### src/design/decode_macros.svh
// ==============================
// width and size macros for the decode stage
// include this file wherever a width or register count is needed
// ==============================
`ifndef DECODE_MACROS_SVH
`define DECODE_MACROS_SVH

// datapath and pc width
`define DATA_W 32

// register file addressing
`define REG_AW 5
`define NUM_REGS 32

// alu operation code carried to execute
`define ALUOP_W 6

`endif

### src/design/decode_pkg.sv
// ==============================
// shared types and encodings for the decode stage
// the instruction union gives R, I and J views of one word
// opcode, function, jump, load and branch codes live here
// ==============================
`default_nettype none

`include "decode_macros.svh"

package decode_pkg;

	// one instruction word, three field layouts
	typedef union packed {
		struct packed {
			logic [5:0] opcode;
			logic [`REG_AW-1:0] rs;
			logic [`REG_AW-1:0] rt;
			logic [`REG_AW-1:0] rd;
			logic [4:0] shamt;
			logic [5:0] funct;
		} r;
		struct packed {
			logic [5:0] opcode;
			logic [`REG_AW-1:0] rs;
			logic [`REG_AW-1:0] rt;
			logic [15:0] imm;
		} i;
		struct packed {
			logic [5:0] opcode;
			logic [25:0] index;
		} j;
	} instr_u;

	// ==============================
	// opcodes
	// ==============================
	localparam logic [5:0] OP_RTYPE = 6'h00;
	localparam logic [5:0] OP_REGIMM = 6'h01;
	localparam logic [5:0] OP_J = 6'h02;
	localparam logic [5:0] OP_JAL = 6'h03;
	localparam logic [5:0] OP_BEQ = 6'h04;
	localparam logic [5:0] OP_BNE = 6'h05;
	localparam logic [5:0] OP_ADDI = 6'h08;
	localparam logic [5:0] OP_ADDIU = 6'h09;
	localparam logic [5:0] OP_SLTI = 6'h0a;
	localparam logic [5:0] OP_SLTIU = 6'h0b;
	localparam logic [5:0] OP_ANDI = 6'h0c;
	localparam logic [5:0] OP_ORI = 6'h0d;
	localparam logic [5:0] OP_XORI = 6'h0e;
	localparam logic [5:0] OP_LB = 6'h20;
	localparam logic [5:0] OP_LH = 6'h21;
	localparam logic [5:0] OP_LW = 6'h23;
	localparam logic [5:0] OP_SW = 6'h2b;

	// R-type function codes
	localparam logic [5:0] FN_JR = 6'h08;
	localparam logic [5:0] FN_JALR = 6'h09;
	localparam logic [5:0] FN_ADD = 6'h20;
	localparam logic [5:0] FN_ADDU = 6'h21;
	localparam logic [5:0] FN_SUB = 6'h22;
	localparam logic [5:0] FN_SUBU = 6'h23;
	localparam logic [5:0] FN_AND = 6'h24;
	localparam logic [5:0] FN_OR = 6'h25;
	localparam logic [5:0] FN_XOR = 6'h26;
	localparam logic [5:0] FN_NOR = 6'h27;
	localparam logic [5:0] FN_SLT = 6'h2a;
	localparam logic [5:0] FN_SLTU = 6'h2b;

	// jump kinds
	localparam logic [1:0] JMP_NONE = 2'd0;
	localparam logic [1:0] JMP_IMM = 2'd1;
	localparam logic [1:0] JMP_REG = 2'd2;

	// load sizes
	localparam logic [1:0] LD_WORD = 2'd0;
	localparam logic [1:0] LD_HALF = 2'd1;
	localparam logic [1:0] LD_BYTE = 2'd2;

	// branch operations, none means not a branch
	localparam logic [2:0] BOP_NONE = 3'd0;
	localparam logic [2:0] BOP_BEQ = 3'd1;
	localparam logic [2:0] BOP_BNE = 3'd2;
	localparam logic [2:0] BOP_BLTZ = 3'd3;
	localparam logic [2:0] BOP_BGEZ = 3'd4;

endpackage

`default_nettype wire

### src/design/fetch_if.sv
// ==============================
// buffered instruction link from the input buffer to decode
// valid/ready handshake plus instruction and PC+4
// ==============================
`timescale 1ns/1ps
`default_nettype none

`include "decode_macros.svh"

interface fetch_if import decode_pkg::*; ();

	logic valid;
	logic ready;
	instr_u instr;
	logic [`DATA_W-1:0] pc4;

	// buffer side
	modport src (output valid, output instr, output pc4, input ready);

	// decode side
	modport sink (input valid, input instr, input pc4, output ready);

endinterface

`default_nettype wire

### src/design/idex_if.sv
// ==============================
// decoded bundle from the decode core to the ID/EX register
// operands, controls and targets with a valid/ready handshake
// ==============================
`timescale 1ns/1ps
`default_nettype none

`include "decode_macros.svh"

interface idex_if ();

	logic valid;
	logic ready;

	// operands and register addresses
	logic [`DATA_W-1:0] rs_data;
	logic [`DATA_W-1:0] rt_data;
	logic [`REG_AW-1:0] rs;
	logic [`REG_AW-1:0] rt;
	logic [`REG_AW-1:0] rd;
	logic [`DATA_W-1:0] pc4;
	logic [`DATA_W-1:0] imm_ext;

	// datapath controls
	logic [`ALUOP_W-1:0] aluop;
	logic alusrc;
	logic regdst;
	logic memread;
	logic memwrite;
	logic [1:0] loadsize;
	logic memtoreg;
	logic regwrite;
	logic link;

	// control flow
	logic branch_taken;
	logic [1:0] jump_kind;
	logic [`DATA_W-1:0] branch_target;
	logic [`DATA_W-1:0] jump_target;
	logic illegal;

	modport src (
		output valid, rs_data, rt_data, rs, rt, rd, pc4, imm_ext,
		output aluop, alusrc, regdst, memread, memwrite, loadsize, memtoreg, regwrite, link,
		output branch_taken, jump_kind, branch_target, jump_target, illegal,
		input ready
	);

	modport sink (
		input valid, rs_data, rt_data, rs, rt, rd, pc4, imm_ext,
		input aluop, alusrc, regdst, memread, memwrite, loadsize, memtoreg, regwrite, link,
		input branch_taken, jump_kind, branch_target, jump_target, illegal,
		output ready
	);

endinterface

`default_nettype wire

### src/design/fetch_buffer.sv
// ==============================
// one-entry input buffer for instruction and PC+4
// accepts when empty or when its entry leaves the same cycle
// ==============================
`timescale 1ns/1ps
`default_nettype none

`include "decode_macros.svh"

module fetch_buffer import decode_pkg::*; (
	input wire i_clk,
	input wire i_nrst,
	input wire i_in_valid,
	output logic o_in_ready,
	input wire instr_u i_in_instr,
	input wire [`DATA_W-1:0] i_in_pc4,
	fetch_if.src o_fetch
);

	logic valid_q;
	instr_u instr_q;
	logic [`DATA_W-1:0] pc4_q;
	logic load;

	// free slot, or the entry is leaving now
	assign o_in_ready = !valid_q || o_fetch.ready;
	assign load = i_in_valid && o_in_ready;

	always_ff @(posedge i_clk or negedge i_nrst) begin
		if (!i_nrst) begin
			valid_q <= 1'b0;
		end else if (load) begin
			valid_q <= 1'b1;
		end else if (o_fetch.ready) begin
			valid_q <= 1'b0;
		end
	end

	always_ff @(posedge i_clk) begin
		if (load) begin
			instr_q <= i_in_instr;
			pc4_q <= i_in_pc4;
		end
	end

	assign o_fetch.valid = valid_q;
	assign o_fetch.instr = instr_q;
	assign o_fetch.pc4 = pc4_q;

	// fetch keeps its instruction until the buffer takes it
	a_hold_stable: assert property (@(posedge i_clk) disable iff (!i_nrst)
		(i_in_valid && !o_in_ready) |=>
		(i_in_valid && $stable(i_in_instr) && $stable(i_in_pc4)));

endmodule

`default_nettype wire

### src/design/instr_decoder.sv
// ==============================
// control decode from opcode, funct and rt bit 16
// produces datapath controls, jump kind and branch operation
// unknown encodings give zero controls with illegal set
// ==============================
`timescale 1ns/1ps
`default_nettype none

`include "decode_macros.svh"

module instr_decoder import decode_pkg::*; (
	input wire instr_u i_instr,
	output logic [`ALUOP_W-1:0] o_aluop,
	output logic o_alusrc,
	output logic o_regdst,
	output logic o_memread,
	output logic o_memwrite,
	output logic [1:0] o_loadsize,
	output logic o_memtoreg,
	output logic o_regwrite,
	output logic o_link,
	output logic o_signext,
	output logic [1:0] o_jump_kind,
	output logic [2:0] o_bop,
	output logic o_illegal
);

	always_comb begin
		o_aluop = i_instr.r.opcode;
		o_alusrc = 1'b0;
		o_regdst = 1'b0;
		o_memread = 1'b0;
		o_memwrite = 1'b0;
		o_loadsize = LD_WORD;
		o_memtoreg = 1'b0;
		o_regwrite = 1'b0;
		o_link = 1'b0;
		o_signext = 1'b1;
		o_jump_kind = JMP_NONE;
		o_bop = BOP_NONE;
		o_illegal = 1'b0;

		case (i_instr.r.opcode)
			OP_RTYPE: begin
				o_aluop = i_instr.r.funct;
				o_regdst = 1'b1;
				case (i_instr.r.funct)
					FN_ADD, FN_ADDU, FN_SUB, FN_SUBU, FN_AND, FN_OR,
					FN_XOR, FN_NOR, FN_SLT, FN_SLTU: o_regwrite = 1'b1;
					FN_JR: o_jump_kind = JMP_REG;
					FN_JALR: begin
						o_jump_kind = JMP_REG;
						o_regwrite = 1'b1;
						o_link = 1'b1;
					end
					default: o_illegal = 1'b1;
				endcase
			end
			// bit 16 picks bgez over bltz
			OP_REGIMM: o_bop = i_instr.i.rt[0] ? BOP_BGEZ : BOP_BLTZ;
			OP_BEQ: o_bop = BOP_BEQ;
			OP_BNE: o_bop = BOP_BNE;
			OP_J: o_jump_kind = JMP_IMM;
			OP_JAL: begin
				o_jump_kind = JMP_IMM;
				o_regwrite = 1'b1;
				o_link = 1'b1;
			end
			OP_ADDI, OP_ADDIU, OP_SLTI, OP_SLTIU: begin
				o_alusrc = 1'b1;
				o_regwrite = 1'b1;
			end
			// logical immediates are zero-extended
			OP_ANDI, OP_ORI, OP_XORI: begin
				o_alusrc = 1'b1;
				o_regwrite = 1'b1;
				o_signext = 1'b0;
			end
			OP_LW, OP_LH, OP_LB: begin
				o_alusrc = 1'b1;
				o_memread = 1'b1;
				o_memtoreg = 1'b1;
				o_regwrite = 1'b1;
				case (i_instr.r.opcode)
					OP_LH: o_loadsize = LD_HALF;
					OP_LB: o_loadsize = LD_BYTE;
					default: o_loadsize = LD_WORD;
				endcase
			end
			OP_SW: begin
				o_alusrc = 1'b1;
				o_memwrite = 1'b1;
			end
			default: o_illegal = 1'b1;
		endcase

		// illegal wipes everything else
		if (o_illegal) begin
			o_aluop = '0;
			o_alusrc = 1'b0;
			o_regdst = 1'b0;
			o_memread = 1'b0;
			o_memwrite = 1'b0;
			o_loadsize = LD_WORD;
			o_memtoreg = 1'b0;
			o_regwrite = 1'b0;
			o_link = 1'b0;
			o_signext = 1'b0;
			o_jump_kind = JMP_NONE;
			o_bop = BOP_NONE;
		end
	end

endmodule

`default_nettype wire

### src/design/register_bank.sv
// ==============================
// 32 x 32 register file, two read ports and one write port
// reads are combinational with write-through on a match
// register 0 is never written and reads as zero
// ==============================
`timescale 1ns/1ps
`default_nettype none

`include "decode_macros.svh"

module register_bank (
	input wire i_clk,
	input wire i_nrst,
	input wire [`REG_AW-1:0] i_rs,
	input wire [`REG_AW-1:0] i_rt,
	input wire i_we,
	input wire [`REG_AW-1:0] i_waddr,
	input wire [`DATA_W-1:0] i_wdata,
	output logic [`DATA_W-1:0] o_rs_data,
	output logic [`DATA_W-1:0] o_rt_data
);

	logic [`DATA_W-1:0] regs [`NUM_REGS];

	always_ff @(posedge i_clk or negedge i_nrst) begin
		if (!i_nrst) begin
			for (int k = 0; k < `NUM_REGS; k++) begin
				regs[k] <= '0;
			end
		end else if (i_we && i_waddr != '0) begin
			regs[i_waddr] <= i_wdata;
		end
	end

	// bypass the write in flight, never for r0
	assign o_rs_data = (i_we && i_waddr == i_rs && i_rs != '0) ? i_wdata : regs[i_rs];
	assign o_rt_data = (i_we && i_waddr == i_rt && i_rt != '0) ? i_wdata : regs[i_rt];

	// r0 stays zero across any write history
	a_zero_reg: assert property (@(posedge i_clk) disable iff (!i_nrst)
		(i_rs != '0 || o_rs_data == '0) && (i_rt != '0 || o_rt_data == '0));

endmodule

`default_nettype wire

### src/design/decode_core.sv
// ==============================
// combinational decode of the buffered instruction
// register reads, branch compare, immediate and target generation
// handshake passes straight through to the ID/EX register
// ==============================
`timescale 1ns/1ps
`default_nettype none

`include "decode_macros.svh"

module decode_core import decode_pkg::*; (
	input wire i_clk,
	input wire i_nrst,
	input wire i_wb_en,
	input wire [`REG_AW-1:0] i_wb_addr,
	input wire [`DATA_W-1:0] i_wb_data,
	fetch_if.sink i_fetch,
	idex_if.src o_idex
);

	logic [2:0] bop;
	logic signext;
	logic [`DATA_W-1:0] rs_data;
	logic [`DATA_W-1:0] rt_data;
	logic [15:0] imm;
	logic cond;

	instr_decoder u_decoder (
		.i_instr(i_fetch.instr),
		.o_aluop(o_idex.aluop),
		.o_alusrc(o_idex.alusrc),
		.o_regdst(o_idex.regdst),
		.o_memread(o_idex.memread),
		.o_memwrite(o_idex.memwrite),
		.o_loadsize(o_idex.loadsize),
		.o_memtoreg(o_idex.memtoreg),
		.o_regwrite(o_idex.regwrite),
		.o_link(o_idex.link),
		.o_signext(signext),
		.o_jump_kind(o_idex.jump_kind),
		.o_bop(bop),
		.o_illegal(o_idex.illegal)
	);

	register_bank u_regs (
		.i_clk(i_clk),
		.i_nrst(i_nrst),
		.i_rs(i_fetch.instr.r.rs),
		.i_rt(i_fetch.instr.r.rt),
		.i_we(i_wb_en),
		.i_waddr(i_wb_addr),
		.i_wdata(i_wb_data),
		.o_rs_data(rs_data),
		.o_rt_data(rt_data)
	);

	// ==============================
	// branch resolution
	// ==============================
	always_comb begin
		case (bop)
			BOP_BEQ: cond = (rs_data == rt_data);
			BOP_BNE: cond = (rs_data != rt_data);
			BOP_BLTZ: cond = rs_data[`DATA_W-1];
			BOP_BGEZ: cond = !rs_data[`DATA_W-1];
			default: cond = 1'b0;
		endcase
	end

	assign imm = i_fetch.instr.i.imm;

	assign o_idex.valid = i_fetch.valid;
	assign i_fetch.ready = o_idex.ready;
	assign o_idex.rs_data = rs_data;
	assign o_idex.rt_data = rt_data;
	assign o_idex.rs = i_fetch.instr.r.rs;
	assign o_idex.rt = i_fetch.instr.r.rt;
	assign o_idex.rd = i_fetch.instr.r.rd;
	assign o_idex.pc4 = i_fetch.pc4;
	assign o_idex.imm_ext = signext ? {{(`DATA_W-16){imm[15]}}, imm} : {{(`DATA_W-16){1'b0}}, imm};
	assign o_idex.branch_taken = cond;

	// word offset from PC+4
	assign o_idex.branch_target = i_fetch.pc4 + {{(`DATA_W-18){imm[15]}}, imm, 2'b00};
	// region bits of PC+4 above the index
	assign o_idex.jump_target = {i_fetch.pc4[`DATA_W-1:`DATA_W-4], i_fetch.instr.j.index, 2'b00};

endmodule

`default_nettype wire

### src/design/idex_register.sv
// ==============================
// ID/EX pipeline register toward execute
// loads a new bundle when empty or when execute takes the current one
// ==============================
`timescale 1ns/1ps
`default_nettype none

`include "decode_macros.svh"

module idex_register (
	input wire i_clk,
	input wire i_nrst,
	idex_if.sink i_idex,
	output logic o_ex_valid,
	input wire i_ex_ready,
	output logic [`DATA_W-1:0] o_rs_data,
	output logic [`DATA_W-1:0] o_rt_data,
	output logic [`REG_AW-1:0] o_rs,
	output logic [`REG_AW-1:0] o_rt,
	output logic [`REG_AW-1:0] o_rd,
	output logic [`DATA_W-1:0] o_pc4,
	output logic [`DATA_W-1:0] o_imm_ext,
	output logic [`ALUOP_W-1:0] o_aluop,
	output logic o_alusrc,
	output logic o_regdst,
	output logic o_memread,
	output logic o_memwrite,
	output logic [1:0] o_loadsize,
	output logic o_memtoreg,
	output logic o_regwrite,
	output logic o_link,
	output logic o_branch_taken,
	output logic [1:0] o_jump_kind,
	output logic [`DATA_W-1:0] o_branch_target,
	output logic [`DATA_W-1:0] o_jump_target,
	output logic o_illegal
);

	// six data words, three reg addresses, aluop, 13 control bits
	localparam int BUNDLE_W = 6 * `DATA_W + 3 * `REG_AW + `ALUOP_W + 13;

	logic [BUNDLE_W-1:0] bundle_q;
	logic load;

	assign i_idex.ready = !o_ex_valid || i_ex_ready;
	assign load = i_idex.ready && i_idex.valid;

	always_ff @(posedge i_clk or negedge i_nrst) begin
		if (!i_nrst) begin
			o_ex_valid <= 1'b0;
		end else if (i_idex.ready) begin
			o_ex_valid <= i_idex.valid;
		end
	end

	always_ff @(posedge i_clk or negedge i_nrst) begin
		if (!i_nrst) begin
			bundle_q <= '0;
		end else if (load) begin
			bundle_q <= {i_idex.rs_data, i_idex.rt_data, i_idex.rs, i_idex.rt, i_idex.rd,
				i_idex.pc4, i_idex.imm_ext, i_idex.aluop, i_idex.alusrc, i_idex.regdst,
				i_idex.memread, i_idex.memwrite, i_idex.loadsize, i_idex.memtoreg,
				i_idex.regwrite, i_idex.link, i_idex.branch_taken, i_idex.jump_kind,
				i_idex.branch_target, i_idex.jump_target, i_idex.illegal};
		end
	end

	assign {o_rs_data, o_rt_data, o_rs, o_rt, o_rd, o_pc4, o_imm_ext, o_aluop, o_alusrc,
		o_regdst, o_memread, o_memwrite, o_loadsize, o_memtoreg, o_regwrite, o_link,
		o_branch_taken, o_jump_kind, o_branch_target, o_jump_target, o_illegal} = bundle_q;

	a_valid_known: assert property (@(posedge i_clk) disable iff (!i_nrst)
		!$isunknown(o_ex_valid));

	// stalled output keeps its payload until taken
	a_hold_stable: assert property (@(posedge i_clk) disable iff (!i_nrst)
		(o_ex_valid && !i_ex_ready) |=> (o_ex_valid && $stable(bundle_q)));

endmodule

`default_nettype wire

### src/design/decode_stage.sv
// ==============================
// instruction decode stage, top level
// input buffer, decode core and ID/EX register joined by two interfaces
// two cycles from input transfer to output valid, one per cycle throughput
// ==============================
`timescale 1ns/1ps
`default_nettype none

`include "decode_macros.svh"

module decode_stage (
	input wire i_clk,
	input wire i_nrst,
	// fetch side
	input wire i_in_valid,
	output logic o_in_ready,
	input wire [`DATA_W-1:0] i_in_instr,
	input wire [`DATA_W-1:0] i_in_pc4,
	// writeback port
	input wire i_wb_en,
	input wire [`REG_AW-1:0] i_wb_addr,
	input wire [`DATA_W-1:0] i_wb_data,
	// execute side
	output logic o_ex_valid,
	input wire i_ex_ready,
	output logic [`DATA_W-1:0] o_rs_data,
	output logic [`DATA_W-1:0] o_rt_data,
	output logic [`REG_AW-1:0] o_rs,
	output logic [`REG_AW-1:0] o_rt,
	output logic [`REG_AW-1:0] o_rd,
	output logic [`DATA_W-1:0] o_pc4,
	output logic [`DATA_W-1:0] o_imm_ext,
	output logic [`ALUOP_W-1:0] o_aluop,
	output logic o_alusrc,
	output logic o_regdst,
	output logic o_memread,
	output logic o_memwrite,
	output logic [1:0] o_loadsize,
	output logic o_memtoreg,
	output logic o_regwrite,
	output logic o_link,
	output logic o_branch_taken,
	output logic [1:0] o_jump_kind,
	output logic [`DATA_W-1:0] o_branch_target,
	output logic [`DATA_W-1:0] o_jump_target,
	output logic o_illegal
);

	fetch_if fetch_bus ();
	idex_if idex_bus ();

	fetch_buffer u_fetch_buffer (
		.i_clk(i_clk),
		.i_nrst(i_nrst),
		.i_in_valid(i_in_valid),
		.o_in_ready(o_in_ready),
		.i_in_instr(i_in_instr),
		.i_in_pc4(i_in_pc4),
		.o_fetch(fetch_bus)
	);

	decode_core u_decode_core (
		.i_clk(i_clk),
		.i_nrst(i_nrst),
		.i_wb_en(i_wb_en),
		.i_wb_addr(i_wb_addr),
		.i_wb_data(i_wb_data),
		.i_fetch(fetch_bus),
		.o_idex(idex_bus)
	);

	// output ports share names with the register ports
	idex_register u_idex_register (
		.i_idex(idex_bus),
		.*
	);

endmodule

`default_nettype wire

### config.mk
export PLATFORM = sky130hd
export DESIGN_NAME = decode_stage
export DESIGN_NICKNAME = d
export VERILOG_FILES = /design/src/design/decode_pkg.sv /design/src/design/fetch_if.sv /design/src/design/idex_if.sv /design/src/design/fetch_buffer.sv /design/src/design/instr_decoder.sv /design/src/design/register_bank.sv /design/src/design/decode_core.sv /design/src/design/idex_register.sv /design/src/design/decode_stage.sv
export VERILOG_INCLUDE_DIRS = /design/src /design/src/design
export SDC_FILE = /design/constraint.sdc
export NUM_CORES = 2
export LEC_CHECK = 0
export ABC_CLOCK_PERIOD_IN_PS = 5800
export BUFFER_PORTS_ARGS = -buffer_cell sky130_fd_sc_hd__buf_2
export CAP_MARGIN = 5
export CORE_MARGIN = 2
export CORE_UTILIZATION = 45
export DETAILED_ROUTE_END_ITERATION = 12
export PLACE_DENSITY = 0.7
export SLEW_MARGIN = 20
export SYNTH_ARGS = -nofsm -noshare
export SYNTH_HDL_FRONTEND = slang
export SYNTH_SLANG_ARGS = --single-unit
### constraint.sdc
create_clock -name i_clk -period 5.8 [get_ports i_clk]
set_clock_uncertainty 0.15 [all_clocks]
set_input_delay 0.87 -clock i_clk [delete_from_list [all_inputs] [get_ports i_clk]]
set_output_delay 0.87 -clock i_clk [all_outputs]
set_load 0.1 [all_outputs]
==> flow_summary.yaml <==
logic_synthesis:
  synth.yosys.warnings: 0
  postSynth.asyncResetShare_pct: 94.92
  post_synth_and_or_nand_nor_area_fraction_pct: 4.673
  synthesized_flop_and_latch_total: 1261
  synth_xor_xnor_area_share_pct: 0.8513
  complex_gate_fraction_of_the_synthesized_area_pct: 5.161
  post_synth_main_area_contributors: "sky130_fd_sc_hd__dfrtp_1 (45%), sky130_fd_sc_hd__mux2_2 (17%), sky130_fd_sc_hd__mux4_2 (16%)"
  combinational_family_with_the_most_area_after_synthesis: "multiplexers"
  synth_edf_count: 64
  post_syn_instances: 4749
  synthesis.area_per_instance_um2: 13.87
  synth_sequential_area_ratio_pct: 48.41
  post-synth-top-area-fraction_pct: 45.49
  yosysTopAreaCell: "sky130_fd_sc_hd__dfrtp_1"
  fraction_of_the_mapped_netlist_area_in_adder_cells_pct: 0.5815
  mappedNetlistArea_mm2: 0.06585
  synthMuxAreaShare_pct: 36.50
  netlist-cell-type-count: 72
  yosys_most_used_dff: "sky130_fd_sc_hd__dfrtp_1"
grt:
  first_global_vias: 45240
  grt_max_degree: 174
  grt_pass1_wl_mm: 316.2
  grt_antenna_before_repair: 26
  globalRouteTotalUtil_pct: 28.74
  gr_ovfl_total: 0
cts:
  post_cts_buffers: 0
  path_clk_slew_ns: 0.06
  tritoncts: "built"
  clkLatencyLatePin_ns: 0.79
  tritoncts_num_sinks: 1261
  cts-htree-levels: 4
  clockBufferDepth: 3
  postCtsResizedCells: 0
  cts_hold_buf: 1
  clock_tree_root: "sky130_fd_sc_hd__clkbuf_16"
  cts_buffers: 140
cells_and_area:
  nets: 4971
  layout.cells.most_common_list: "sky130_fd_sc_hd__dfrtp_1 (1197), sky130_fd_sc_hd__mux2_2 (1005), sky130_fd_sc_hd__mux4_2 (470)"
  finalCoreUtilization_pct: 50.80
  layout-area-overhead-vs-synth_pct: 12.16
  stdcell_area_mm2: 0.07385
  layout-drive-gt1-share_pct: 45.09
  layout_commonest_cell: "sky130_fd_sc_hd__dfrtp_1"
detailed_routing:
  first_pass_iters: 8
  viasPerCell: 6.499
  route.vias.total: 44650
  wirelength_mm: 215.3
  detail-route-antenna-nets: 0
  detailedRoute.firstIterationViolations: 5090
  detail_route.wl_per_cell_um: 31.34
  drc: 0
sta:
  maxSlewHeadroom_pct: 18.53
  fin_crit_ns: 5.058
  peak_clock_frequency_supported_by_timing_mhz: 197.7
  max_slew.worst_pin.slew_ns: 1.218
  finalHoldWorstSlack_ns: 0.1080
  fin_setup_tns_ns: 0
  setup_viol_count_final: 0
  timing.final.crit_share_pct: 87.21
  number_of_max_slew_violations_in_the_final_report: 0
  rsz0062_at_grt: "no"
  number_of_hold_violations_in_the_final_report: 0
worst_setup_path:
  critical_path_class: "flip-flop to flip-flop"
  cpLargestDelayFamily: "simple AND/OR/NAND/NOR gates"
  worst-path-max-fanout: 34
  start_kind: "flip-flop"
  crit_path_cell_trace: "buf_4, buf_4, mux4_2, mux4_2, nor2b_1, a221oi_2, xnor2_1, nor4_1, nand4_1, nor3_2, xnor2_1, o311ai_2"
  critPathMaxStageDelay_ns: 0.63
  cp-end-kind: "flip-flop"
  worst-endpoint-arrival_ns: 5.57
  critical_path_buf_inv_count: 2
  cp.required_ns: 6.31
  timing.critical_path.slowest_stage_cell: "sky130_fd_sc_hd__buf_4"
place:
  place_area_mm2: 0.06909
  place.port_buffers: 331
  routabilityCongestion: 0.8904
  detailedPlacementHpwl_mm: 132.0
floorplan:
  placementRows: 140
  die_area_mm2: 0.1494
  floorplan.core_area_mm2: 0.1454
  die_height_um: 386.5
  pin_count: 334
  initial_core_util_pct: 45.29
  die_width_um: 386.5
min_path:
  worst_hold_path_type: "input pin to flip-flop"
power:
  p_int_mw: 19.08
  vdd_ir_drop_max_mv: 0.3331
  power.leakage_nw: 32.61
  clock_power_share_pct: 31.9
  power.share.switching_pct: 34.14
  combPwrFrac_pct: 27.3
  part_of_the_power_in_registers_pct: 40.7
  cellPowerDensity_mw_per_mm2: 392.3
  p_sw_mw: 9.890
run_status:
  status: "finished clean"
run:
  drv.max_cap_violation_count: 0
layer usage:
metal  part of all wire [%]  wire length (µm)  vias to the layer above  track usage [%]
li1                       -                 -                    18020                -
met2                     45             97910                     2512            43.68
met3                     10             21850                      541            7.809
met4                    4.7             10190                       24            12.63
met5                  0.072               154                        -                0
met1                     40             85250                    23560            38.76
cell usage after synthesis (21+ instances only):
cell,instances
sky130_fd_sc_hd__dfrtp_1,1197
sky130_fd_sc_hd__mux2_2,1005
sky130_fd_sc_hd__mux4_2,470
sky130_fd_sc_hd__nand2_1,407
sky130_fd_sc_hd__clkbuf_1,300
sky130_fd_sc_hd__mux2i_1,213
sky130_fd_sc_hd__o21ai_0,103
sky130_fd_sc_hd__a22oi_1,99
sky130_fd_sc_hd__buf_4,77
sky130_fd_sc_hd__buf_1,76
sky130_fd_sc_hd__nor2_1,70
sky130_fd_sc_hd__edfxtp_1,64
sky130_fd_sc_hd__nand3_1,56
sky130_fd_sc_hd__buf_2,53
sky130_fd_sc_hd__a21oi_1,51
sky130_fd_sc_hd__xnor2_1,45
sky130_fd_sc_hd__nor2b_1,42
sky130_fd_sc_hd__a31oi_1,32
sky130_fd_sc_hd__ha_1,29
sky130_fd_sc_hd__and3_1,28
sky130_fd_sc_hd__a211oi_1,21
metrics by stage:
stage / std cells / total power [mW] / setup slack, ns
after floorplan: 4750 / 17.66 / 1.852
after global placement: 6609 / 19.58 / 0.6864
after detailed placement: 6609 / 19.78 / 0.6014
after CTS: 6863 / 29.03 / 0.7357
after global routing: 6866 / 30.03 / 0.5655
final: 6871 / 28.97 / 0.7419
path summary, 6_finish.rpt:
| kind | startpoint | end | slack [ns] | cells after the start |
|---|---|---|---|---|
| worst max-delay path | u_fetch_buffer.o_fetch.instr[21]$_DFFE_PP_ | u_idex_register.bundle_q[67]$_DFFE_PN0P_ | 0.74 | 12 |
| worst min-delay path | i_in_instr[23] | u_fetch_buffer.o_fetch.instr[23]$_DFFE_PP_ | 0.11 | 1 |
| worst max register to register | u_fetch_buffer.o_fetch.instr[21]$_DFFE_PP_ | u_idex_register.bundle_q[67]$_DFFE_PN0P_ | 0.74 | 12 |
| worst min register to register | u_decode_core.u_regs.regs[996]$_DFFE_PN0P_ | u_decode_core.u_regs.regs[996]$_DFFE_PN0P_ | 0.24 | 0 |
| max in group asynchronous | i_nrst | u_decode_core.u_regs.regs[788]$_DFFE_PN0P_ | 3.47 | 3 |
| min in group asynchronous | i_nrst | u_idex_register.bundle_q[221]$_DFFE_PN0P_ | 0.50 | 2 |
layout make-up:
class / count / area (µm²)
antenna: 8 / 20.02
clock buffer: 201 / 4079
clock inverter: 52 / 649.4
fill: 12180 / 71540
inverter: 21 / 78.83
multi-input combinational: 2946 / 31690
sequential: 1261 / 31880
tap: 1917 / 2399
timing repair buffer: 465 / 3055
registers in the layout, indices dropped and copies added, names as in the netlist:
signal and cells:
u_fetch_buffer.o_fetch.valid 1, u_decode_core.u_regs.regs 1024, u_idex_register.bundle_q 171, u_idex_register.o_ex_valid 1, u_fetch_buffer.o_fetch.instr 32, u_fetch_buffer.o_fetch.pc4 32
power by group through the flow:
stage	Sequential, mW	Combinational, mW	Clock, mW
after global placement	11.8	7.77	0
final	11.8	7.92	9.24
after global routing	12.0	8.30	9.75
after CTS	11.8	7.90	9.37
after floorplan	13.2	4.43	0
after detailed placement	11.9	7.88	0
worst reg2reg max path: stages (launching register included):
cell                       delay (ns)
sky130_fd_sc_hd__edfxtp_1        0.50
sky130_fd_sc_hd__buf_4           0.42
sky130_fd_sc_hd__buf_4           0.65
sky130_fd_sc_hd__mux4_2          0.63
sky130_fd_sc_hd__mux4_2          0.48
sky130_fd_sc_hd__nor2b_1         0.15
sky130_fd_sc_hd__a221oi_2        0.32
sky130_fd_sc_hd__xnor2_1         0.22
sky130_fd_sc_hd__nor4_1          0.44
sky130_fd_sc_hd__nand4_1         0.16
sky130_fd_sc_hd__nor3_2          0.46
sky130_fd_sc_hd__xnor2_1         0.14
sky130_fd_sc_hd__o311ai_2        0.22
cell families (layout without fill, tap and decap cells):
kind of cell / count (synthesis) / in the layout
mux: 1688 / 1688
flops: 1261 / 1261
other cells: 1 / 10
compound gates: 471 / 471
fa+ha+maj: 30 / 30
xor+xnor: 64 / 64
simple gates: 691 / 691
buf+inv: 543 / 739
Power figures use the tool's default switching activity.
